File: src/soc_pkg.sv
// soc fabric shared definitions

package soc_pkg;

    ////////////////////////////////////////////////////////////
    // bus widths
    ////////////////////////////////////////////////////////////

    localparam int unsigned ADDR_WIDTH   = 32;
    localparam int unsigned DATA_WIDTH   = 32;

    // interrupt sources, id 0 reserved
    localparam int unsigned NUM_IRQ_SRC  = 4;
    localparam int unsigned IRQ_ID_WIDTH = $clog2(NUM_IRQ_SRC);   // 2 bit ids

    ////////////////////////////////////////////////////////////
    // memory map, decoded on addr[31:28]
    ////////////////////////////////////////////////////////////

    localparam logic [ADDR_WIDTH-1:0] MEM_BASE   = 32'h0000_0000;
    localparam logic [ADDR_WIDTH-1:0] TIMER_BASE = 32'h1000_0000;
    localparam logic [ADDR_WIDTH-1:0] PLIC_BASE  = 32'h2000_0000;

    typedef enum logic [1:0] {
        REGION_MEM   = 2'd0,
        REGION_TIMER = 2'd1,
        REGION_PLIC  = 2'd2,
        REGION_NONE  = 2'd3     // unmapped, decoder answers with error
    } region_e;

    ////////////////////////////////////////////////////////////
    // apb channels
    ////////////////////////////////////////////////////////////

    // master -> slave, 67 bits
    typedef struct packed {
        logic [ADDR_WIDTH-1:0] paddr;
        logic                  pwrite;
        logic [DATA_WIDTH-1:0] pwdata;
        logic                  psel;
        logic                  penable;
    } apb_req_t;

    // slave -> master, 34 bits
    typedef struct packed {
        logic [DATA_WIDTH-1:0] prdata;
        logic                  pready;
        logic                  pslverr;
    } apb_rsp_t;

endpackage : soc_pkg

File: src/apb_decoder.sv
// apb one master address decoder
`timescale 1ns/100ps

module apb_decoder (
    input  soc_pkg::apb_req_t host_req_i,
    output soc_pkg::apb_rsp_t host_rsp_o,
    output soc_pkg::apb_req_t mem_req_o,
    input  soc_pkg::apb_rsp_t mem_rsp_i,
    output soc_pkg::apb_req_t timer_req_o,
    input  soc_pkg::apb_rsp_t timer_rsp_i,
    output soc_pkg::apb_req_t plic_req_o,
    input  soc_pkg::apb_rsp_t plic_rsp_i
);

    import soc_pkg::*;

    region_e region;    // target of the current address
    logic    access;    // host in access phase

    assign access = host_req_i.psel & host_req_i.penable;

    // top nibble picks the slave
    always_comb begin
        case (host_req_i.paddr[ADDR_WIDTH-1 -: 4])
            MEM_BASE[ADDR_WIDTH-1 -: 4]:   region = REGION_MEM;
            TIMER_BASE[ADDR_WIDTH-1 -: 4]: region = REGION_TIMER;
            PLIC_BASE[ADDR_WIDTH-1 -: 4]:  region = REGION_PLIC;
            default:                       region = REGION_NONE;  // 0x3 and up
        endcase
    end

    ////////////////////////////////////////////////////////////
    // request fan out
    ////////////////////////////////////////////////////////////

    // same request to everyone, psel only to the hit
    always_comb begin
        mem_req_o        = host_req_i;
        timer_req_o      = host_req_i;
        plic_req_o       = host_req_i;
        mem_req_o.psel   = host_req_i.psel & (region == REGION_MEM);
        timer_req_o.psel = host_req_i.psel & (region == REGION_TIMER);
        plic_req_o.psel  = host_req_i.psel & (region == REGION_PLIC);
    end

    ////////////////////////////////////////////////////////////
    // response mux
    ////////////////////////////////////////////////////////////

    always_comb begin
        case (region)
            REGION_MEM:   host_rsp_o = mem_rsp_i;
            REGION_TIMER: host_rsp_o = timer_rsp_i;
            REGION_PLIC:  host_rsp_o = plic_rsp_i;
            default: begin
                // unmapped, error in first access cycle
                host_rsp_o.prdata  = '0;
                host_rsp_o.pready  = access;
                host_rsp_o.pslverr = access;
            end
        endcase
    end

endmodule : apb_decoder

File: config.mk
export PLATFORM = sky130hd
export DESIGN_NAME = apb_decoder
export DESIGN_NICKNAME = d
export VERILOG_FILES = /design/src/soc_pkg.sv /design/src/apb_decoder.sv
export SDC_FILE = /design/constraint.sdc
export NUM_CORES = 1
export LEC_CHECK = 0
export ABC_AREA = 1
export BUFFER_PORTS_ARGS = -buffer_cell sky130_fd_sc_hd__buf_4
export CORE_AREA = 2 2 156 158
export DETAILED_ROUTE_END_ITERATION = 16
export DIE_AREA = 0 0 158 160
export SYNTH_ARGS = -nofsm -noshare
export SYNTH_HDL_FRONTEND = slang
export SYNTH_SLANG_ARGS = --single-unit
File: constraint.sdc
create_clock -name vclk -period 0.8
set_input_delay 0.04 -clock vclk [all_inputs]
set_output_delay 0.04 -clock vclk [all_outputs]
set_load 0.02 [all_outputs]
==> Word-level counts from Yosys, hierarchy flattened <==
Cells that the tools add are included.
{ "classes": {"eq_ne": 4, "mux": 2, "bitwise_logic": 4, "reduce_logical": 2} }
{ "ops": {"columns": ["op", "count"], "rows": [
  ["case mux 34 bit (3 select lines)", 1],
  ["case mux 2 bit (3 select lines)", 1],
  ["AND 1 bit", 4],
  ["== test 4 x 1 -> 1 bit, second input constant", 1],
  ["== test 4 x 2 -> 1 bit, second input constant", 1],
  ["zero test 4 bit", 1],
  ["== test 2 x 1 -> 1 bit, second input constant", 1],
  ["== test 2 bit, second input constant", 1],
  ["zero test 2 bit", 1]
]} }
{ "totals": {"regBits": 0, "in_bits": 169, "out_inout_bits": 235, "elab_cells": 12} }

==> Depth between registers and ports, before layout <==
{ "depth": {"word_depth": 4, "ltp_mapped": 5, "depth_no_buf": 4} }

==> Least setup slack after synthesis <==
OpenSTA, ideal clock, no wires.
{ "synth_path": {"path_type": "input to output", "startpoint": "input port host_req_i[66] in the netlist's numbering", "endpoint": "output port plic_req_o[1] in the netlist's numbering", "arrival_time_ns": 0.888, "required_ns": 0.760, "setup_slack_ns": -0.128, "cell_stages": 5, "n_path_buf": 2, "path_cell_list": "nor2_2 buf_4 buf_4 nand2_1 nor2_1"} }
{ "synth_lines": {"columns": ["element", "line_no", "rtl"], "rows": [
  ["start, declared", "apb_decoder.sv:5", "input soc_pkg::apb_req_t host_req_i,"],
  ["end, declared", "apb_decoder.sv:11", "output soc_pkg::apb_req_t plic_req_o,"]
]} }

==> flow_results.org <==
** Outcome
- Status :: finished, violations left
- Violations in the final reports :: negative setup slack

** Synth
- After synthesis, the largest family of logic cells by area is buffers and inverters.
- Of the total synthesized cell area, the portion taken by full adders, half adders and majority gates is 0%.
- Synth Instances :: 372
- In this run the cell area of the synthesized design comes to 2440 um2.
- Library cell with the largest summed area after synthesis :: sky130_fd_sc_hd__buf_4
- Of the synthesized area, sequential elements account for 0%.
- Post-synth top cells :: 203 x sky130_fd_sc_hd__buf_4, 133 x sky130_fd_sc_hd__nand3_1, 10 x sky130_fd_sc_hd__buf_6
- In this run the mean area of a mapped cell was 6.56 um2.
- Yosys attributes the largest share of cell area to sky130_fd_sc_hd__buf_4 62%, sky130_fd_sc_hd__nand3_1 27%, sky130_fd_sc_hd__buf_6 4.6%, sky130_fd_sc_hd__nand2_1 1.1%, sky130_fd_sc_hd__nor2_4 0.92%.
- Of the total synthesized cell area, the portion taken by AND, OR, NAND and NOR gates is 31.3%.
- Post-synthesis share of cell area spent on xor and xnor gates :: 0%
- In this run the biggest area consumer among cell types represents 62.5% of the synthesized area.
- Distinct cells, synth :: 13
- Fraction of the mapped netlist area in compound gates :: 0%
- By instance count, the leading cell after synthesis is sky130_fd_sc_hd__buf_4.
- Nets in the synthesized netlist :: 541
- Warnings from Yosys :: 0
- After synthesis, the share of cell area in mux cells is 0%.

** Power
- Leakage power total :: 1.39 nW
- Overall power :: 1.47 mW
- Total power density per cell area :: 480 nW/um2
- The worst-case IR drop observed on VDD is 0.000288 V.

** Layout
- Count of clock-net buffers in the final layout :: 0
- Across the whole layout, storage elements account for 0 um2.
- The area growth from synthesis to layout is 25.6%.
- Of the cells placed in the final design, the portion with a size suffix greater than 1 is 64.2%.
- Post-layout utilization of the core :: 12.9%
- There are 0 flip-flops and latches.
- Net count, final :: 506

** Timing
- Measured slew at the worst slew-check pin :: 301 ps
- Maximum achievable frequency :: 960 MHz
- Final setup margin :: -242 ps
- Max-slew violation total from the final report :: 0
- Number of hold violations in the final report :: 0
- Hold Worst Slack :: 80.0 ps
- After layout, the worst path uses 130% of the clock period.
- Total negative setup slack :: -6910 ps
- The worst path in the final design needs a cycle of 1040 ps, including I/O delays and setup.
- Setup violations remaining at the end of the flow were counted as 37.
- Setup repair after global routing could not meet its margin everywhere.
- Measured against its own limit, the worst slew margin works out to 79.9%.

** Routing
- Routed wire length :: 10100 um
- The pre-antenna-repair detailed-routing pass consisted of 4 iterations.
- Dividing the detail-routed via count by the number of cells gives 3.31.
- After detailed routing, the number of remaining DRC violations is 0.
- Number of antenna-violating nets in the routed design :: 0
- First-iteration detailed-routing DRC count :: 125
- The detailed router placed 2185 vias in this run.
- In the final routed layout, each cell accounts on average for 15.2 um.

** Worst setup path
- Largest fanout on the critical path :: 7
- Kind of start point of the critical path :: input port
- Source of the critical timing path :: host_req_i[66]
- WP data arrival :: 1000 ps
- The critical path is of the input port to output port type.
- Worst stage delay on the critical path :: 170 ps
- Kind of end point of the critical path :: output port
- The slowest stage of the critical path belongs to the cell sky130_fd_sc_hd__buf_12.
- The critical path contains buffers and inverters numbering 5 combined.
- In this design, the largest share of critical-path delay is due to buffers and inverters.
- For the worst setup path, the data required time is 760 ps.
- The cell that appears most often on the critical path is sky130_fd_sc_hd__buf_12.
- The signal on the critical path passes through buf_8 > nor2_4 > buf_12 > buf_12 > buf_16 > nand3_2 > nand4_1 > buf_4.

** Run
- Total of max-cap violations :: 0

** Min path
- In this run the worst hold path is classified as input port to output port.
- The worst hold path begins at host_req_i[49].

** Place
- Post-Place Worst Slack :: -282 ps
- HPWL after DPL :: 7080 um
- In this run the tool buffered the top-level ports with 160 buffer cells.
- Routability-driven placement finished with a final weighted congestion of 0.694.

** Floorplan
- In this run the standard cell core region covers 23800 um2.
- In this run the horizontal extent of the chip is 158 um.
- Core Rows :: 57
- The floorplan step defined a die boundary enclosing 25300 um2.
- Die Ht :: 160 um
- For this configuration, the core starts out at a cell density of 10.2%.
- In this run the count of I/O pins placed on the die edge is 404.

** GRT
- Overall routing resource usage :: 6.77%
- Entering global routing, the biggest net connects 49 pins.
- Global route total overflow :: 0
- Global-route wire length before repair :: 13000 um
- Number of global-route vias before repair :: 2201
- Number of antenna violations at the first check in global routing :: 1

** Clock tree
- After clock tree synthesis, the flow added hold-fix buffers numbering 0.
==> layout by cell type, fill, tap and decap left out <==
master / count
sky130_fd_sc_hd__buf_12: 10
sky130_fd_sc_hd__buf_16: 3
sky130_fd_sc_hd__buf_4: 131
sky130_fd_sc_hd__buf_6: 34
sky130_fd_sc_hd__buf_8: 1
sky130_fd_sc_hd__clkbuf_16: 2
sky130_fd_sc_hd__diode_2: 1
sky130_fd_sc_hd__inv_1: 2
sky130_fd_sc_hd__inv_2: 2
sky130_fd_sc_hd__nand2_1: 2
sky130_fd_sc_hd__nand2_2: 3
sky130_fd_sc_hd__nand2_4: 2
sky130_fd_sc_hd__nand3_1: 114
sky130_fd_sc_hd__nand3_2: 18
sky130_fd_sc_hd__nand3_4: 2
sky130_fd_sc_hd__nand4_1: 2
sky130_fd_sc_hd__nor2_4: 7
==> cells by family after synthesis <==
family                 after synthesis
buffers and inverters              222
AND/OR/NAND/NOR                    150
==> routing by layer <==
| metal | GRT usage, % | share of wire, % | vias to the layer above |
|---|---|---|---|
| li1 | - | - | 962 |
| met4 | 5.49 | 8.7 | 0 |
| met1 | 7.08 | 35 | 977 |
| met5 | 0 | 0 | - |
| met2 | 10.8 | 44 | 169 |
| met3 | 2.44 | 12 | 77 |
==> report_power, final <==
part / total [mW] / internal, mW / switching [mW]
clock network: 0.000000167 / 0.000000167 / 0
registers: 0 / 0 / 0
logic: 1.47 / 0.791 / 0.679
==> through the flow <==
step	instances	instance area, um2
CTS	657	2850
global route	659	3060
floorplan	372	2470
global placement	650	2610
finish	660	3060
detailed placement	650	2610
==> area by class of cell <==
| class | instances | area [um2] |
|---|---|---|
| inverters | 4 | 15.0 |
| diodes | 1 | 2.50 |
| repair buffers | 181 | 1710 |
| well taps | 324 | 405 |
| fillers | 2791 | 20800 |
| multi-input cells | 150 | 926 |
==> worst paths after layout <==
kind,slack [ps],cells past startpoint,end
setup / recovery,-240,8,host_rsp_o[0]
hold / removal,80,0,plic_req_o[49]
==> what timing repair did <==
item | 4_1_cts | 5_1_grt
cloned | 3 | 2
endpoints found under the setup margin | 37 | 37
pin swaps | 2 | 8
setup buffers | 4 | 2
gates resized for setup | 27 | 44
Power figures use the tool's default switching activity.
