[src/soc_pkg.sv]
// soc fabric shared definitions

package soc_pkg;

    ////////////////////////////////////////////////////////////
    // bus widths
    ////////////////////////////////////////////////////////////

    localparam int unsigned ADDR_WIDTH   = 32;
    localparam int unsigned DATA_WIDTH   = 32;

    // interrupt sources, id 0 reserved
    localparam int unsigned NUM_IRQ_SRC  = 4;
    localparam int unsigned IRQ_ID_WIDTH = $clog2(NUM_IRQ_SRC);   // 2 bit ids

    ////////////////////////////////////////////////////////////
    // memory map, decoded on addr[31:28]
    ////////////////////////////////////////////////////////////

    localparam logic [ADDR_WIDTH-1:0] MEM_BASE   = 32'h0000_0000;
    localparam logic [ADDR_WIDTH-1:0] TIMER_BASE = 32'h1000_0000;
    localparam logic [ADDR_WIDTH-1:0] PLIC_BASE  = 32'h2000_0000;

    typedef enum logic [1:0] {
        REGION_MEM   = 2'd0,
        REGION_TIMER = 2'd1,
        REGION_PLIC  = 2'd2,
        REGION_NONE  = 2'd3     // unmapped, decoder answers with error
    } region_e;

    ////////////////////////////////////////////////////////////
    // apb channels
    ////////////////////////////////////////////////////////////

    // master -> slave, 67 bits
    typedef struct packed {
        logic [ADDR_WIDTH-1:0] paddr;
        logic                  pwrite;
        logic [DATA_WIDTH-1:0] pwdata;
        logic                  psel;
        logic                  penable;
    } apb_req_t;

    // slave -> master, 34 bits
    typedef struct packed {
        logic [DATA_WIDTH-1:0] prdata;
        logic                  pready;
        logic                  pslverr;
    } apb_rsp_t;

endpackage : soc_pkg

[src/timer_bank.sv]
// two one-shot compare timers
`timescale 1ns/100ps

module timer_bank (
    input  logic              soc_clk_i,
    input  logic              rst_n_i,
    input  soc_pkg::apb_req_t req_i,
    output soc_pkg::apb_rsp_t rsp_o,
    output logic [1:0]        timer_irq_o   // one cycle pulse per expiry
);

    import soc_pkg::*;

    localparam int unsigned NUM_TIMERS = 2;
    localparam int unsigned OFF_W      = ADDR_WIDTH - 6;    // word offset in region

    // register word offsets
    localparam logic [OFF_W-1:0] OFF_CTRL0  = OFF_W'(0);   // 0x00
    localparam logic [OFF_W-1:0] OFF_CMP0   = OFF_W'(1);   // 0x04
    localparam logic [OFF_W-1:0] OFF_CTRL1  = OFF_W'(2);   // 0x08
    localparam logic [OFF_W-1:0] OFF_CMP1   = OFF_W'(3);   // 0x0c
    localparam logic [OFF_W-1:0] OFF_STATUS = OFF_W'(4);   // 0x10, w1c

    logic [NUM_TIMERS-1:0] en_q;        // control bit 0
    logic [NUM_TIMERS-1:0] status_q;    // sticky expiry flags
    logic [DATA_WIDTH-1:0] cnt_q [NUM_TIMERS];
    logic [DATA_WIDTH-1:0] cmp_q [NUM_TIMERS];
    logic [NUM_TIMERS-1:0] hit;
    logic [NUM_TIMERS-1:0] ctrl_wr;
    logic [NUM_TIMERS-1:0] cmp_wr;
    logic                  stat_wr;
    logic                  wr_en;
    logic [OFF_W-1:0]      word_off;
    logic [DATA_WIDTH-1:0] rdata;

    assign word_off = req_i.paddr[ADDR_WIDTH-5:2];
    assign wr_en    = req_i.psel & req_i.penable & req_i.pwrite;

    assign ctrl_wr = {wr_en && word_off == OFF_CTRL1, wr_en && word_off == OFF_CTRL0};
    assign cmp_wr  = {wr_en && word_off == OFF_CMP1, wr_en && word_off == OFF_CMP0};
    assign stat_wr = wr_en && word_off == OFF_STATUS;

    ////////////////////////////////////////////////////////////
    // counters
    ////////////////////////////////////////////////////////////

    // match while running
    always_comb begin
        for (int t = 0; t < NUM_TIMERS; t++) begin
            hit[t] = en_q[t] && (cnt_q[t] == cmp_q[t]);
        end
    end

    assign timer_irq_o = hit;   // en clears on the next edge

    always_ff @(posedge soc_clk_i or negedge rst_n_i) begin
        if (!rst_n_i) begin
            en_q     <= '0;
            status_q <= '0;
        end else begin
            for (int t = 0; t < NUM_TIMERS; t++) begin
                if (ctrl_wr[t])  en_q[t] <= req_i.pwdata[0];
                else if (hit[t]) en_q[t] <= 1'b0;       // one shot
                // expiry beats a clear in the same cycle
                if (hit[t])                                 status_q[t] <= 1'b1;
                else if (stat_wr && req_i.pwdata[t])        status_q[t] <= 1'b0;
            end
        end
    end

    always_ff @(posedge soc_clk_i) begin
        for (int t = 0; t < NUM_TIMERS; t++) begin
            if (cmp_wr[t]) cmp_q[t] <= req_i.pwdata;
            if (ctrl_wr[t])                cnt_q[t] <= '0;  // restart from zero
            else if (en_q[t] && !hit[t])   cnt_q[t] <= cnt_q[t] + 1'b1;
        end
    end

    ////////////////////////////////////////////////////////////
    // read back
    ////////////////////////////////////////////////////////////

    always_comb begin
        rdata = '0;     // holes read zero
        case (word_off)
            OFF_CTRL0:  rdata[0]   = en_q[0];
            OFF_CMP0:   rdata      = cmp_q[0];
            OFF_CTRL1:  rdata[0]   = en_q[1];
            OFF_CMP1:   rdata      = cmp_q[1];
            OFF_STATUS: rdata[1:0] = status_q;
            default:    ;
        endcase
    end

    assign rsp_o.prdata  = rdata;
    assign rsp_o.pready  = req_i.psel & req_i.penable;  // no wait states
    assign rsp_o.pslverr = 1'b0;

endmodule : timer_bank

[config.mk]
export PLATFORM = sky130hd
export DESIGN_NAME = timer_bank
export DESIGN_NICKNAME = d
export VERILOG_FILES = /design/src/soc_pkg.sv /design/src/timer_bank.sv
export SDC_FILE = /design/constraint.sdc
export NUM_CORES = 1
export LEC_CHECK = 0
export ABC_AREA = 1
export BUFFER_PORTS_ARGS = -buffer_cell sky130_fd_sc_hd__buf_2
export CORE_UTILIZATION = 52
export DETAILED_ROUTE_END_ITERATION = 8
export PLACE_DENSITY = 0.78
export SYNTH_ARGS = -nofsm -noshare
export SYNTH_HDL_FRONTEND = slang
export SYNTH_SLANG_ARGS = --single-unit
[constraint.sdc]
create_clock -name soc_clk_i -period 5.14 [get_ports soc_clk_i]
set_input_delay 0.514 -clock soc_clk_i [delete_from_list [all_inputs] [get_ports soc_clk_i]]
set_output_delay 0.514 -clock soc_clk_i [all_outputs]
set_load 0.02 [all_outputs]
### After elaboration in Yosys (flattened, before gate mapping)

Memory sizes are Yosys's and may differ from the RTL's.
Index checks and enable logic that the tools add are counted.

| word-level totals | value |
|---|---|
| register bits after elaboration | 4 |
| memory bits (writable) | 128 |
| bits of input ports | 69 |
| memories | 2 |

Memories:

| name | depth | bits a word | rd ports | clocked after Yosys merged registers in | wr ports | line | source |
|---|---|---|---|---|---|---|---|
| cmp_q | 2 | 32 | 2 | 0 | 1 | timer_bank.sv:27 | `logic [DATA_WIDTH-1:0] cmp_q [NUM_TIMERS];` |
| cnt_q | 2 | 32 | 2 | 0 | 2 | timer_bank.sv:26 | `logic [DATA_WIDTH-1:0] cnt_q [NUM_TIMERS];` |

| operators by class | value |
|---|---|
| add/sub/neg operators | 2 |
| eq/ne operators | 6 |
| mux-type cells | 30 |
| bitwise gates (word level) | 4 |
| reduce and logical (&&, ||, !) cells | 19 |

Operators with widths:

| kind | number |
|---|---|
| $mux 32 | 3 |
| $add 32x1->32 const B | 2 |
| $eq 32x32->1 | 2 |
| $pmux 30 s2 | 1 |
| $eq 26x2->1 const B | 2 |
| $reduce_or 32->1 | 1 |
| $eq 26x1->1 const B | 1 |
| $eq 26x3->1 const B | 1 |
| $logic_not 26->1 | 1 |
| $mux 1 | 24 |
| $logic_and 1x1->1 | 11 |
| $reduce_bool 2->1 | 4 |
| $pmux 1 s5 | 1 |
| $pmux 1 s3 | 1 |
| $and 1x1->1 | 2 |
| $logic_not 1->1 | 2 |
| $or 1x1->1 | 2 |

### Depth between registers and ports, before layout

An unclocked memory read counts as a cell.

| depth | value |
|---|---|
| word-level depth | 9 |
| gate-level depth with buffers | 12 |

### Worst setup path after synthesis

OpenSTA, ideal clock, no wires.

| timing | value |
|---|---|
| path kind | input port to flip-flop |
| from | input req_i[56] in the netlist's numbering |
| to | memory cmp_q[0][0], enable pin |
| library setup time | 0.421 ns |
| arrival time | 2.691 ns |
| required time | 4.719 ns |
| slack | 2.028 ns |
| cell stages on the path | 7 |
| buffers on the path | 1 |
| path through | nor2_1 nand3_1 nor2_2 and3_1 buf_2 inv_1 nor2_1 |

RTL lines:

| item | line | source |
|---|---|---|
| start: declaration | timer_bank.sv:7 | `input soc_pkg::apb_req_t req_i,` |
| $eq 26x1->1 | timer_bank.sv:40 | `assign cmp_wr = {wr_en && word_off == OFF_CMP1, wr_en && word_off == OFF_CMP0};` |
| $logic_and 1x1->1 | timer_bank.sv:40 |  |
| net cmp_wr[0] | timer_bank.sv:30 | `logic [NUM_TIMERS-1:0] cmp_wr;` |
| $mux 1 | timer_bank.sv:73 | `if (cmp_wr[t]) cmp_q[t] <= req_i.pwdata;` |
| $mux 1 (implied by the code) | timer_bank.sv:73 |  |
| $mux 1 (no line) | -- |  |
| end: declaration | timer_bank.sv:27 |  |

The timed path passes the listed nets, and every way through them passes these cells.

==> flow_metrics.py <==
metrics = {
    "critical_path": {
        "cpMaxStageDelayCell": "buf_4",
        "crit_arrival_ps": 2380,
        "start_kind": "input pin",
        "required_ps": 4630,
        "rrSetupSlack_ps": 2890,
        "path_cells": "buf_2 > nor2_1 > nand3_1 > nor2_2 > and3_1 > buf_4 > inv_1 > o22ai_1 > buf_2",
        "endpoint_kind": "primary output",
        "reg2regPathDepth": 8,
        "cpMostUsedCell": "buf_2",
        "critPathMaxStageDelay_ps": 310,
        "worstSetupPathType": "input pin to primary output",
        "critPathMaxFanout": 27,
    },
    "synth": {
        "synth_cells": 851,
        "synth-adder-area-share_pct": 0.320,
        "synth.net_count": 922,
        "synth-simple-area-share_pct": 28.5,
        "synth_warnings": 0,
        "synth.area.mux_share_pct": 0,
        "syn_area_per_cell_um2": 9.20,
        "ys.flop_type": "edfxtp_1",
        "synth_top_family_by_area": "simple AND/OR/NAND/NOR gates",
        "synth_cell_types": 35,
        "yosysSeqAreaShare_pct": 50.4,
        "synth-compound-area-share_pct": 3.52,
        "synthArstFlopShare_pct": 3.03,
        "synth_xor_area_share_pct": 11.0,
        "synth_edf_count": 128,
        "ys_seq_elements": 132,
        "netlist_area_um2": 7830,
    },
    "die": {
        "fp.dieW_um": 125,
        "core.rowCount": 44,
        "dieArea_um2": 15500,
        "start_util_pct": 53.6,
        "die_h_um": 125,
        "io_pins": 105,
        "coreArea_um2": 14600,
    },
    "clock_network": {
        "cts_buffer_depth": 2,
        "postCtsSetupBuffers": 0,
        "cts.repair.resized": 0,
        "numCtsBuffers": 17,
        "path_clk_slew_ps": 60,
        "cts_root_buf": "clkbuf_16",
        "clk_latency_ps": 430,
        "cts_sinks": 132,
        "htree_levels": 4,
        "cts_tree": "built",
    },
    "sta": {
        "period_share_pct": 56.3,
        "hold_viol": 0,
        "worstMarginPinSlew_ps": 987,
        "slew_viol_final": 0,
        "tns_ps": 0,
        "fmax_mhz": 345,
        "finClkSkew_ps": 7.93,
        "maxSlewHeadroom_pct": 34.0,
        "rsz0062_at_grt": "no",
        "setup_viol": 0,
        "fin_crit_ps": 2900,
    },
    "finish": {
        "diodes": 0,
        "drive_gt1_share_pct": 20.2,
        "final_cell_mix": "nand2_1, nor2_1, edfxtp_1",
        "areaGrowthSynthToFinish_pct": 14.8,
        "final_nets": 1029,
        "layout_commonest_cell": "nand2_1",
        "fill_cells": 1234,
    },
    "placed_design": {
        "port_buffers": 97,
        "place_hpwl_mm": 13.8,
        "gp_congestion": 0.912,
    },
    "hold_path": {
        "hp-class": "input pin to register",
        "min_delay_path_depth": 1,
    },
    "power_and_ir_drop": {
        "max-vdd-ir-drop_v": 0.000273,
        "leakage_nw": 4.10,
        "totalPowerFinal_mw": 2.30,
        "power.density_nw_per_um2": 256,
    },
    "drt": {
        "drt_iter0_markers": 602,
        "drtPass1Iterations": 5,
        "drtAntennaViolNets": 0,
        "wl_mm": 18.6,
        "num_vias": 6118,
        "route.detailed.drc": 0,
        "wire_per_inst_um": 16.1,
        "via_per_inst": 5.30,
    },
    "global_routing": {
        "antenna_found_initial": 0,
        "first_global_vias": 5807,
        "grt_overflow": 0,
        "grt_usage_pct": 24.9,
        "grt_start_max_net_pins": 34,
        "grt_pass1_wl_mm": 29.6,
    },
    "job": {
        "maxCapViolations": 0,
    },
    "status": {
        "status": "finished clean",
    },
}
==> cell families (layout without fill, tap and decap cells) <==
logic type | count (synthesis) | count (layout)
buf+inv | 108 | 228
flops | 132 | 132
xor+xnor | 98 | 98
other cells | 1 | 1
compound gates | 35 | 35
fa+ha+maj | 2 | 2
simple gates | 475 | 475
==> routing by layer <==
metal | track usage, % | vias to the layer above | share of wire, %
met5 | 0 | - | 0
met4 | 12.0 | 0 | 3.2
met3 | 4.25 | 42 | 7.9
met2 | 38.8 | 312 | 46
met1 | 33.8 | 2798 | 43
li1 | - | 2966 | -
==> flip-flops by register name, summed over array words and instances (netlist names) <==
signal / count
cmp_q: 64
cnt_q: 64
en_q: 2
status_q: 2
==> power by group <==
part / total [mW] / internal [mW] / leakage [nW] / switching, mW
registers: 1.17 / 1.17 / 1.06 / 0.000000119
clock network: 1.08 / 0.632 / 0.252 / 0.451
logic: 0.0415 / 0.0199 / 2.79 / 0.0216
total: 2.30 / 1.82 / 4.10 / 0.473
==> final cells by class <==
| type | count | area [um^2] | area share (%) |
|---|---|---|---|
| Clock buffer | 21 | 460 | 5.13 |
| Clock inverter | 11 | 63.8 | 0.711 |
| Inverter | 95 | 357 | 3.97 |
| Multi-Input combinational cell | 611 | 3410 | 37.9 |
| Sequential cell | 132 | 3940 | 43.9 |
| Tap cell | 184 | 230 | 2.56 |
| Timing Repair Buffer | 101 | 518 | 5.77 |
==> stage by stage <==
stage	cell area, um^2	std cells	utilization, %	hold WS (ps)	setup slack (ps)
detailed placement	8450	1122	57.9	331	2070
global route	8980	1155	61.6	276	2010
global placement	8450	1122	57.9	331	2150
finish	8980	1155	61.6	281	2240
CTS	8980	1155	61.6	272	2240
floorplan	7830	851	-	218	2030
==> synthesized netlist by cell type, types with 2 or more instances <==
cell	instances	area, um^2
edfxtp_1	128	3840
nand4_1	11	68.8
nand3_2	4	40.0
nand2_1	217	815
nor2_2	13	81.3
xor2_1	29	254
nand2_2	6	37.5
nor3_4	2	32.5
nor2_1	142	533
inv_2	8	30.0
nor2_4	22	248
xnor2_1	69	604
o21ai_0	4	20.0
ha_1	2	25.0
a22o_1	24	210
o22ai_1	6	37.5
or2_2	2	12.5
buf_8	3	45.0
inv_1	87	327
nand3b_1	6	45.0
dfrtp_1	4	100
nor3_1	12	60.1
nand3_1	23	115
buf_4	5	37.5
and3_1	5	31.3
nor3_2	4	40.0
buf_6	4	45.0
nand3_4	2	35.0
==> worst max-delay path: cells and delay by family <==
| kind | cells | cell delay (ps) |
|---|---|---|
| buf+inv | 4 | 900 |
| compound gates | 1 | 300 |
| simple gates | 4 | 650 |
==> path summary, 6_finish.rpt <==
path                         startpoint           end
max reg2reg                cnt_q[1][21]  cnt_q[1][23]
max                           req_i[58]     rsp_o[15]
max in group asynchronous       rst_n_i       en_q[1]
min in group asynchronous       rst_n_i       en_q[0]
min                            req_i[7]   cmp_q[0][5]
min reg2reg                 status_q[0]   status_q[0]
==> what timing repair did <==
action,CTS,global route
setup endpoints to repair,0,0
hold buffers,1,0
hold endpoints to repair,4,0
Note: power is estimated with default switching activity, not from simulation.
