File: config.mk
export PLATFORM = sky130hd
export DESIGN_NAME = plic
export DESIGN_NICKNAME = d
export VERILOG_FILES = /design/src/soc_pkg.sv /design/src/plic.sv
export SDC_FILE = /design/constraint.sdc
export NUM_CORES = 1
export LEC_CHECK = 0
export ABC_AREA = 1
export BUFFER_PORTS_ARGS = -buffer_cell sky130_fd_sc_hd__clkbuf_2
export CORE_MARGIN = 4
export CORE_UTILIZATION = 34
export CTS_CLUSTER_DIAMETER = 150
export CTS_CLUSTER_SIZE = 30
export DETAILED_ROUTE_END_ITERATION = 16
export PLACE_DENSITY = 0.86
export RECOVER_POWER = 50
export SLEW_MARGIN = 20
export SYNTH_ARGS = -nofsm -noshare
export SYNTH_HDL_FRONTEND = slang
export SYNTH_SLANG_ARGS = --single-unit
File: constraint.sdc
create_clock -name soc_clk_i -period 1.75 [get_ports soc_clk_i]
set_input_delay 0.2625 -clock soc_clk_i [delete_from_list [all_inputs] [get_ports soc_clk_i]]
set_output_delay 0.2625 -clock soc_clk_i [all_outputs]
set_load 0.03 [all_outputs]
File: src/soc_pkg.sv
// soc fabric shared definitions

package soc_pkg;

    ////////////////////////////////////////////////////////////
    // bus widths
    ////////////////////////////////////////////////////////////

    localparam int unsigned ADDR_WIDTH   = 32;
    localparam int unsigned DATA_WIDTH   = 32;

    // interrupt sources, id 0 reserved
    localparam int unsigned NUM_IRQ_SRC  = 4;
    localparam int unsigned IRQ_ID_WIDTH = $clog2(NUM_IRQ_SRC);   // 2 bit ids

    ////////////////////////////////////////////////////////////
    // memory map, decoded on addr[31:28]
    ////////////////////////////////////////////////////////////

    localparam logic [ADDR_WIDTH-1:0] MEM_BASE   = 32'h0000_0000;
    localparam logic [ADDR_WIDTH-1:0] TIMER_BASE = 32'h1000_0000;
    localparam logic [ADDR_WIDTH-1:0] PLIC_BASE  = 32'h2000_0000;

    typedef enum logic [1:0] {
        REGION_MEM   = 2'd0,
        REGION_TIMER = 2'd1,
        REGION_PLIC  = 2'd2,
        REGION_NONE  = 2'd3     // unmapped, decoder answers with error
    } region_e;

    ////////////////////////////////////////////////////////////
    // apb channels
    ////////////////////////////////////////////////////////////

    // master -> slave, 67 bits
    typedef struct packed {
        logic [ADDR_WIDTH-1:0] paddr;
        logic                  pwrite;
        logic [DATA_WIDTH-1:0] pwdata;
        logic                  psel;
        logic                  penable;
    } apb_req_t;

    // slave -> master, 34 bits
    typedef struct packed {
        logic [DATA_WIDTH-1:0] prdata;
        logic                  pready;
        logic                  pslverr;
    } apb_rsp_t;

endpackage : soc_pkg

File: src/plic.sv
// platform interrupt controller
`timescale 1ns/100ps

module plic (
    input  logic              soc_clk_i,
    input  logic              rst_n_i,
    input  soc_pkg::apb_req_t req_i,
    output soc_pkg::apb_rsp_t rsp_o,
    input  logic [1:0]        intr_src_i,   // bit n -> id n+1
    output logic              irq_o
);

    import soc_pkg::*;

    localparam int unsigned OFF_W = ADDR_WIDTH - 6;

    localparam logic [OFF_W-1:0] OFF_ENABLE  = OFF_W'(0);  // 0x0
    localparam logic [OFF_W-1:0] OFF_PENDING = OFF_W'(1);  // 0x4, read only
    localparam logic [OFF_W-1:0] OFF_CLAIM   = OFF_W'(2);  // 0x8

    logic [NUM_IRQ_SRC-1:0]  src_vec;     // indexed by id
    logic [NUM_IRQ_SRC-1:0]  enable_q;
    logic [NUM_IRQ_SRC-1:0]  pending_q;
    logic [NUM_IRQ_SRC-1:0]  active;
    logic [NUM_IRQ_SRC-1:0]  claim_clr;
    logic [IRQ_ID_WIDTH-1:0] claim_id;
    logic [OFF_W-1:0]        word_off;
    logic                    access;
    logic                    claim_rd;
    logic [DATA_WIDTH-1:0]   rdata;

    assign src_vec  = NUM_IRQ_SRC'({intr_src_i, 1'b0});   // id 0 never fires
    assign word_off = req_i.paddr[ADDR_WIDTH-5:2];
    assign access   = req_i.psel & req_i.penable;
    assign claim_rd = access & ~req_i.pwrite & (word_off == OFF_CLAIM);

    assign active = pending_q & enable_q;
    assign irq_o  = |active;

    // lowest enabled pending id wins, 0 when idle
    always_comb begin
        claim_id = '0;
        for (int i = NUM_IRQ_SRC - 1; i > 0; i--) begin
            if (active[i]) claim_id = IRQ_ID_WIDTH'(i);
        end
    end

    assign claim_clr = claim_rd ? (NUM_IRQ_SRC'(1) << claim_id) : '0;

    always_ff @(posedge soc_clk_i or negedge rst_n_i) begin
        if (!rst_n_i) begin
            enable_q  <= '0;
            pending_q <= '0;
        end else begin
            if (access && req_i.pwrite && word_off == OFF_ENABLE) begin
                enable_q <= req_i.pwdata[NUM_IRQ_SRC-1:0] & ~NUM_IRQ_SRC'(1);
            end
            // a new pulse survives a claim of the same id
            pending_q <= (pending_q & ~claim_clr) | src_vec;
        end
    end

    always_comb begin
        case (word_off)
            OFF_ENABLE:  rdata = DATA_WIDTH'(enable_q);
            OFF_PENDING: rdata = DATA_WIDTH'(pending_q);
            OFF_CLAIM:   rdata = DATA_WIDTH'(claim_id);
            default:     rdata = '0;
        endcase
    end

    assign rsp_o.prdata  = rdata;
    assign rsp_o.pready  = access;      // first access cycle
    assign rsp_o.pslverr = 1'b0;

endmodule : plic

# Word-level counts from Yosys, hierarchy flattened
# Index checks and enable logic that the tools add are counted.
op_classes:
  eq_ne: 2
  n_shift: 1
  mux: 5
  bitwise_logic: 8
  reduce_logical: 4
ops:
  columns: ["op", "count"]
  rows:
  - ["26-bit by 1-bit equality test with 1-bit output, second input constant", 1]
  - ["26-bit by 2-bit equality test with 1-bit output, second input constant", 1]
  - ["26-bit zero test", 1]
  - ["4-bit one-hot mux with 3 select lines", 1]
  - ["4-bit AND", 2]
  - ["2-bit 2-to-1 mux", 3]
  - ["4-bit 2-to-1 mux", 1]
  - ["4-bit inverter", 1]
  - ["4-bit by 3-bit OR with 4-bit output", 1]
  - ["4-bit OR reduction", 1]
  - ["1-bit by 2-bit << shifter with 4-bit output, first input constant", 1]
  - ["1-bit AND", 3]
  - ["1-bit logical AND", 2]
  - ["1-bit inverter", 1]
word_totals:
  regBits: 7
  in_bits: 71
  wordCells: 22

# Longest topological paths before layout
# Gate-level depths: netlist of the first run.
logic_depth:
  ltp_word: 9
  mapped_depth: 9
  ltp_nobuf: 9

# Least setup slack after synthesis of the first run
# OpenSTA, ideal clock, no wires.
synth_path:
  kind: "in2out"
  start: "in req_i[56] (netlist bit)"
  end: "out rsp_o[4] (netlist bit)"
  arrival_time_ps: 1209
  t_required_ps: 1487
  setup_slack_ps: 278
  cell_stages: 5
  n_path_buf: 0
  path_cell_list: "nor2_2 > nand3_1 > nor2_2 > nand3_1 > o22ai_1"
synth_lines:
  columns: ["element", "line", "rtl"]
  rows:
  - ["start, declared", "plic.sv:7", "input soc_pkg::apb_req_t req_i,"]
  - ["end, declared", "plic.sv:8", "output soc_pkg::apb_rsp_t rsp_o,"]

==> results.md, run 1 <==
- Status: finished, final reports clean
- Fmax: 631 MHz
- Area delta synth->final: 19.3%
- DR pass1 iterations: 4
- Post-synth EDFFs: 0
- Max Slew Vio Count: 0
- Clock Skews: 1.59 ps
- Worst EP arrival: 1320 ps
- Crit path cell chain: nand2_1 > inv_1 > a21oi_2 > nand2_1 > nand3_1 > buf_2
- Final nets: 241
- Post-route minimum period: 1590 ps
- Worst hold path class: input port to flip-flop
- Period utilisation layout: 90.6%
- Post-route ant nets: 0
- Die ar.: 3250 µm²
- Slowest CP cell: dfrtp_1
- Async S/R FF share, synth: 100%
- Required time of the critical path: 1490 ps
- Count leader, synth: buf_4
- Fin Setup TNS: 0 ps
- Most frequent CP cell: nand2_1
- Routed WL per cell: 8.18 µm
- GR Overflow Total: 0
- Share of cells above drive strength 1: 35.5%
- Clock Tree Buf Depth: 2
- Placer Congestion: 0.785
- Sequential share of the synthesized area: 21.4%
- Leakage: 0.594 nW
- CORE AREA: 2250 µm²
- Yosys reg bits: 7
- Place WS: 201 ps
- Sinks on Clock Net: 7
- Largest net degree at the start of global routing: 8
- Hold WS: 194 ps
- # rows: 17
- Top post-synthesis cells by count: 30 x buf_4, 25 x nand2_1, 15 x nor2_1
- Syn Std Cell Area: 817 µm²
- Power Density: 469 nW/µm²
- Max FO, Critical Path: 4
- Final core utilization: 43.2%
- Total Routed Length: 1.61 mm
- Syn avg cell area: 6.54 µm²
- Dpl hpwl: 1.51 mm
- Cells after Synth: 125
- ANT cells: 0
- Area share of the largest cell type after synthesis: 27.6%
- CP max stage delay: 410 ps
- Max_cap viols: 0
- VDD IR max: 0.000290 V
- H-tree depth: 1
- First-pass GRT wire length: 2.55 mm
- CTS tree: yes
- IO Count: 106
- Final hold violations: 0
- DRC Markers: 0
- Unrepaired setup endpoints after global routing: no
- GRT Resource Usage Total: 9.67%
- Worst-path clk slew: 50 ps
- Via density per instance: 4.00
- YS warnings: 0
- CTS root buffer: clkbuf_4
- Initial drt markers: 12
- Area leader, netlist: buf_4
- Critical path capture point type: output pin
- I/O Buffers: 41
- TritonCTS Buffers: 3
- Final setup fails: 0
- Via count: 788
- Synth unique cells: 18
- Initial antenna violation count: 0
- Largest cells by area after synthesis: buf_4 28%, dfrtp_1 21%, nand2_1 11%, nor2_1 6.9%, nor2_2 6.9%
- Setup CP Type: flip-flop to output pin
- Final worst slack: 165 ps
- Initial Util: 36.2%
- Number of global-route vias before repair: 705
- Worst-Skew Late Latency: 250 ps
- Die H: 57.0 µm
- Critical path launch point type: flip-flop
- Die width: 57.0 µm
- Primary FF master, synth: dfrtp_1
## registers in the layout, summed over array words and instances, names as in the netlist
register   flops
pending_q      4
enable_q       3
## cell type report
type	instances	area (µm²)
Tap cell	28	35.0
Multi-Input combinational cell	103	477
Timing Repair Buffer	42	213
Inverter	13	48.8
Clock buffer	4	26.3
Fill cell	257	1280
Sequential cell	7	175
## power breakdown
part | total, mW | switching, mW | leakage, nW | internal (mW)
Sequential | 0.162 | 0.00000000968 | 0.0769 | 0.162
Clock | 0.142 | 0.0553 | 0.0150 | 0.0867
Combinational | 0.153 | 0.115 | 0.502 | 0.0375
## worst paths after layout
path	startpoint	to	slack, ps	cells past startpoint
worst min-delay path	intr_src_i[0]	pending_q[1]	190	3
worst max-delay path	enable_q[1]	rsp_o[3]	160	6
worst max register to register	enable_q[1]	pending_q[0]	710	5
max in group asynchronous	rst_n_i	pending_q[2]	1050	2
worst min register to register	pending_q[0]	pending_q[0]	500	2
min in group asynchronous	rst_n_i	pending_q[3]	430	2
## placed cells by master (no fill, tap or decap), drive strengths merged
cell type	n
a21oi	1
a31oi	2
buf	1
clkbuf	44
conb	29
dfrtp	7
dlygate4sd3	1
inv	13
nand2	29
nand3	12
nand4	1
nor2	26
o21ai	2
o22ai	1
## cells by family after synthesis
group | share of synthesized area (%)
flip-flops | 21.4
other | 0.459
buffers and inverters | 33.5
AO/OA/AOI/OAI | 4.13
AND/OR/NAND/NOR | 40.4
## metrics by stage
| step | area [µm²] | instances | power [mW] |
|---|---|---|---|
| after floorplan | 922 | 153 | 0.321 |
| after global placement | 937 | 192 | 0.314 |
| after detailed placement | 937 | 192 | 0.316 |
| after CTS | 973 | 197 | 0.467 |
| after global routing | 975 | 197 | 0.490 |
| final | 975 | 197 | 0.457 |
## per-layer routing
layer	vias up	global-route usage [%]	routed length (µm)
met5	-	0	0
met4	0	5.96	27
met3	4	1.58	162
met2	38	17.5	823
met1	329	10.4	597
li1	417	-	-
## worst max-delay path: cells and delay by family, from the launching register on
family / cells / cell delay [ps]
AOI/OAI and AO/OA: 1 / 120
buffers and inverters: 2 / 290
DFF: 1 / 410
and+or+nand+nor: 3 / 260
## what timing repair did
action                                 in CTS  in global routing
endpoints found under the hold margin       7                  0
hold buffers                                1                  0
setup endpoints to repair                   0                  1
setup buffers                               0                  0
resized for setup                           0                  2
Power figures use the tool's default switching activity.
==> run 2, diff against run 1 <==
Settings changed: CORE_UTILIZATION 34 to 28, PLACE_DENSITY 0.86 to 0.75.
Clock period 1.75 ns to 1.4 ns, I/O delays scaled along.
==> run 2 against run 1 <==
Global-route usage increased by 0.65 points. Count of clock-buffer cells in the layout unchanged. Critical path depth decreased by 1. Sequential power increased by 25%. Largest power group unchanged. Sequential cell count unchanged. Non-clock buffer count increased by 11. The run now ends with negative setup slack left. Final area increased by 16%. First-iteration DRC count decreased by 8.3%.
==> results.md, run 2 (synthesized netlist as in run 1, its figures left out) <==
- Status: finished, violations left
- Failing checks: negative setup slack
- Max FO, Critical Path: 4
- Period utilisation layout: 103%
- GRT Resource Usage Total: 10.3%
- Largest net degree at the start of global routing: 8
- Final hold violations: 0
- Via density per instance: 4.06
- # rows: 19
- Final worst slack: -43.3 ps
- Critical path capture point type: output pin
- Dpl hpwl: 1.59 mm
- Critical path launch point type: flip-flop
- Area delta synth->final: 38.3%
- R2R depth: 6
- Sinks on Clock Net: 7
- Fmax: 693 MHz
- Clock Skews: 7.13 ps
- Hold depth: 3
- GR Overflow Total: 0
- Clock Tree Buf Depth: 2
- Final Power: 588 µW
- Worst EP arrival: 1230 ps
- Final setup fails: 2
- Most flops, register: pending_q
- Unrepaired setup endpoints after global routing: yes
- Die ar.: 3850 µm²
- Commonest non-fill, non-tap cell in the layout: clkbuf_2
- DR pass1 iterations: 4
- Leakage: 0.655 nW
- Max_cap viols: 0
- ANT cells: 0
- DRC Markers: 0
- Placer Congestion: 0.857
- Hold WS: 134 ps
- VDD IR max: 0.000443 V
- Worst-path clk slew: 60 ps
- Fin Setup TNS: -73.7 ps
- Number of global-route vias before repair: 754
- Initial drt markers: 11
- Required time of the critical path: 1190 ps
- TritonCTS Buffers: 3
- H-tree depth: 1
- Commonest non-fill, non-tap cells in the layout: 35 x clkbuf_2, 29 x conb_1, 20 x nand2_1
- Die H: 62.0 µm
- Reg area: 175 µm²
- CORE AREA: 2780 µm²
- I/O Buffers: 41
- First-pass GRT wire length: 2.91 mm
- Worst-Skew Late Latency: 260 ps
- Post-route ant nets: 0
- Place WS: -57.0 ps
- Post-route minimum period: 1440 ps
- IO Count: 106
- Final nets: 252
- Initial Util: 29.4%
- Routed WL per cell: 9.33 µm
- Initial antenna violation count: 0
- Share of cells above drive strength 1: 45.6%
- Fillcell total: 298
- CTS root buffer: clkbuf_4
- Max Slew Vio Count: 0
- Biggest regs: pending_q (4), enable_q (3)
- Die width: 62.0 µm
- Final core utilization: 40.6%
- Worst hold path class: input port to flip-flop
- CTS tree: yes
- Multi-input gate area: 523 µm²
- Setup CP Type: flip-flop to output pin
- Power Density: 521 nW/µm²
- Max FFs per register: 4
- Total Routed Length: 1.97 mm
- Via count: 857
## run 2: cell count changes in the layout (fill, tap and decap cells not counted), sizes merged
cell,previous run,this run
clkbuf,44,43
buf,1,13
## run 2: power by group
part	internal [mW]	switching, mW
sequential	0.202	0.0000000113
clock	0.109	0.0822
combinational	0.0472	0.147
## run 2: final cells by class
type	count	share of cell area (%)
repair buffers	53	28.1
clock buffers	4	2.33
well taps	31	3.43
multi-input cells	103	46.3
flip-flops and latches	7	15.5
inverters	13	4.32
## run 2: path summary, 6_finish.rpt
check,from,endpoint,slack (ps)
max,enable_q[3],rsp_o[3],-40
min,intr_src_i[1],pending_q[2],130
max reg2reg,pending_q[2],pending_q[3],250
min reg2reg,pending_q[0],pending_q[0],520
max in group asynchronous,rst_n_i,pending_q[1],750
min in group asynchronous,rst_n_i,enable_q[3],380
## run 2: worst max-delay path: stages (launching register included)
cell and delay (ps):
dfrtp_1 410, nand2_2 100, a21oi_4 160, nand2_1 60, nand3_1 70, clkbuf_8 160
## run 2: through the flow
| step | instances | instance area (µm²) |
|---|---|---|
| final | 211 | 1130 |
| after global routing | 211 | 1130 |
| after CTS | 209 | 1090 |
| after detailed placement | 198 | 963 |
| after global placement | 198 | 963 |
| after floorplan | 153 | 922 |
## run 2: routing by layer
layer,vias up,track usage (%),wire (µm)
met2,39,19.2,1030
met5,-,0,0
met4,0,5.45,40
met1,373,10.8,696
met3,5,1.86,204
li1,440,-,-
## run 2: repair_timing
item | 4_1_cts | 5_1_grt
setup buffers | 6 | 2
endpoints found under the hold margin | 7 | 0
gates resized for setup | 13 | 9
endpoints found under the setup margin | 4 | 4
hold buffers | 1 | 0
pin swaps | 3 | 7
gates cloned | 0 | 0
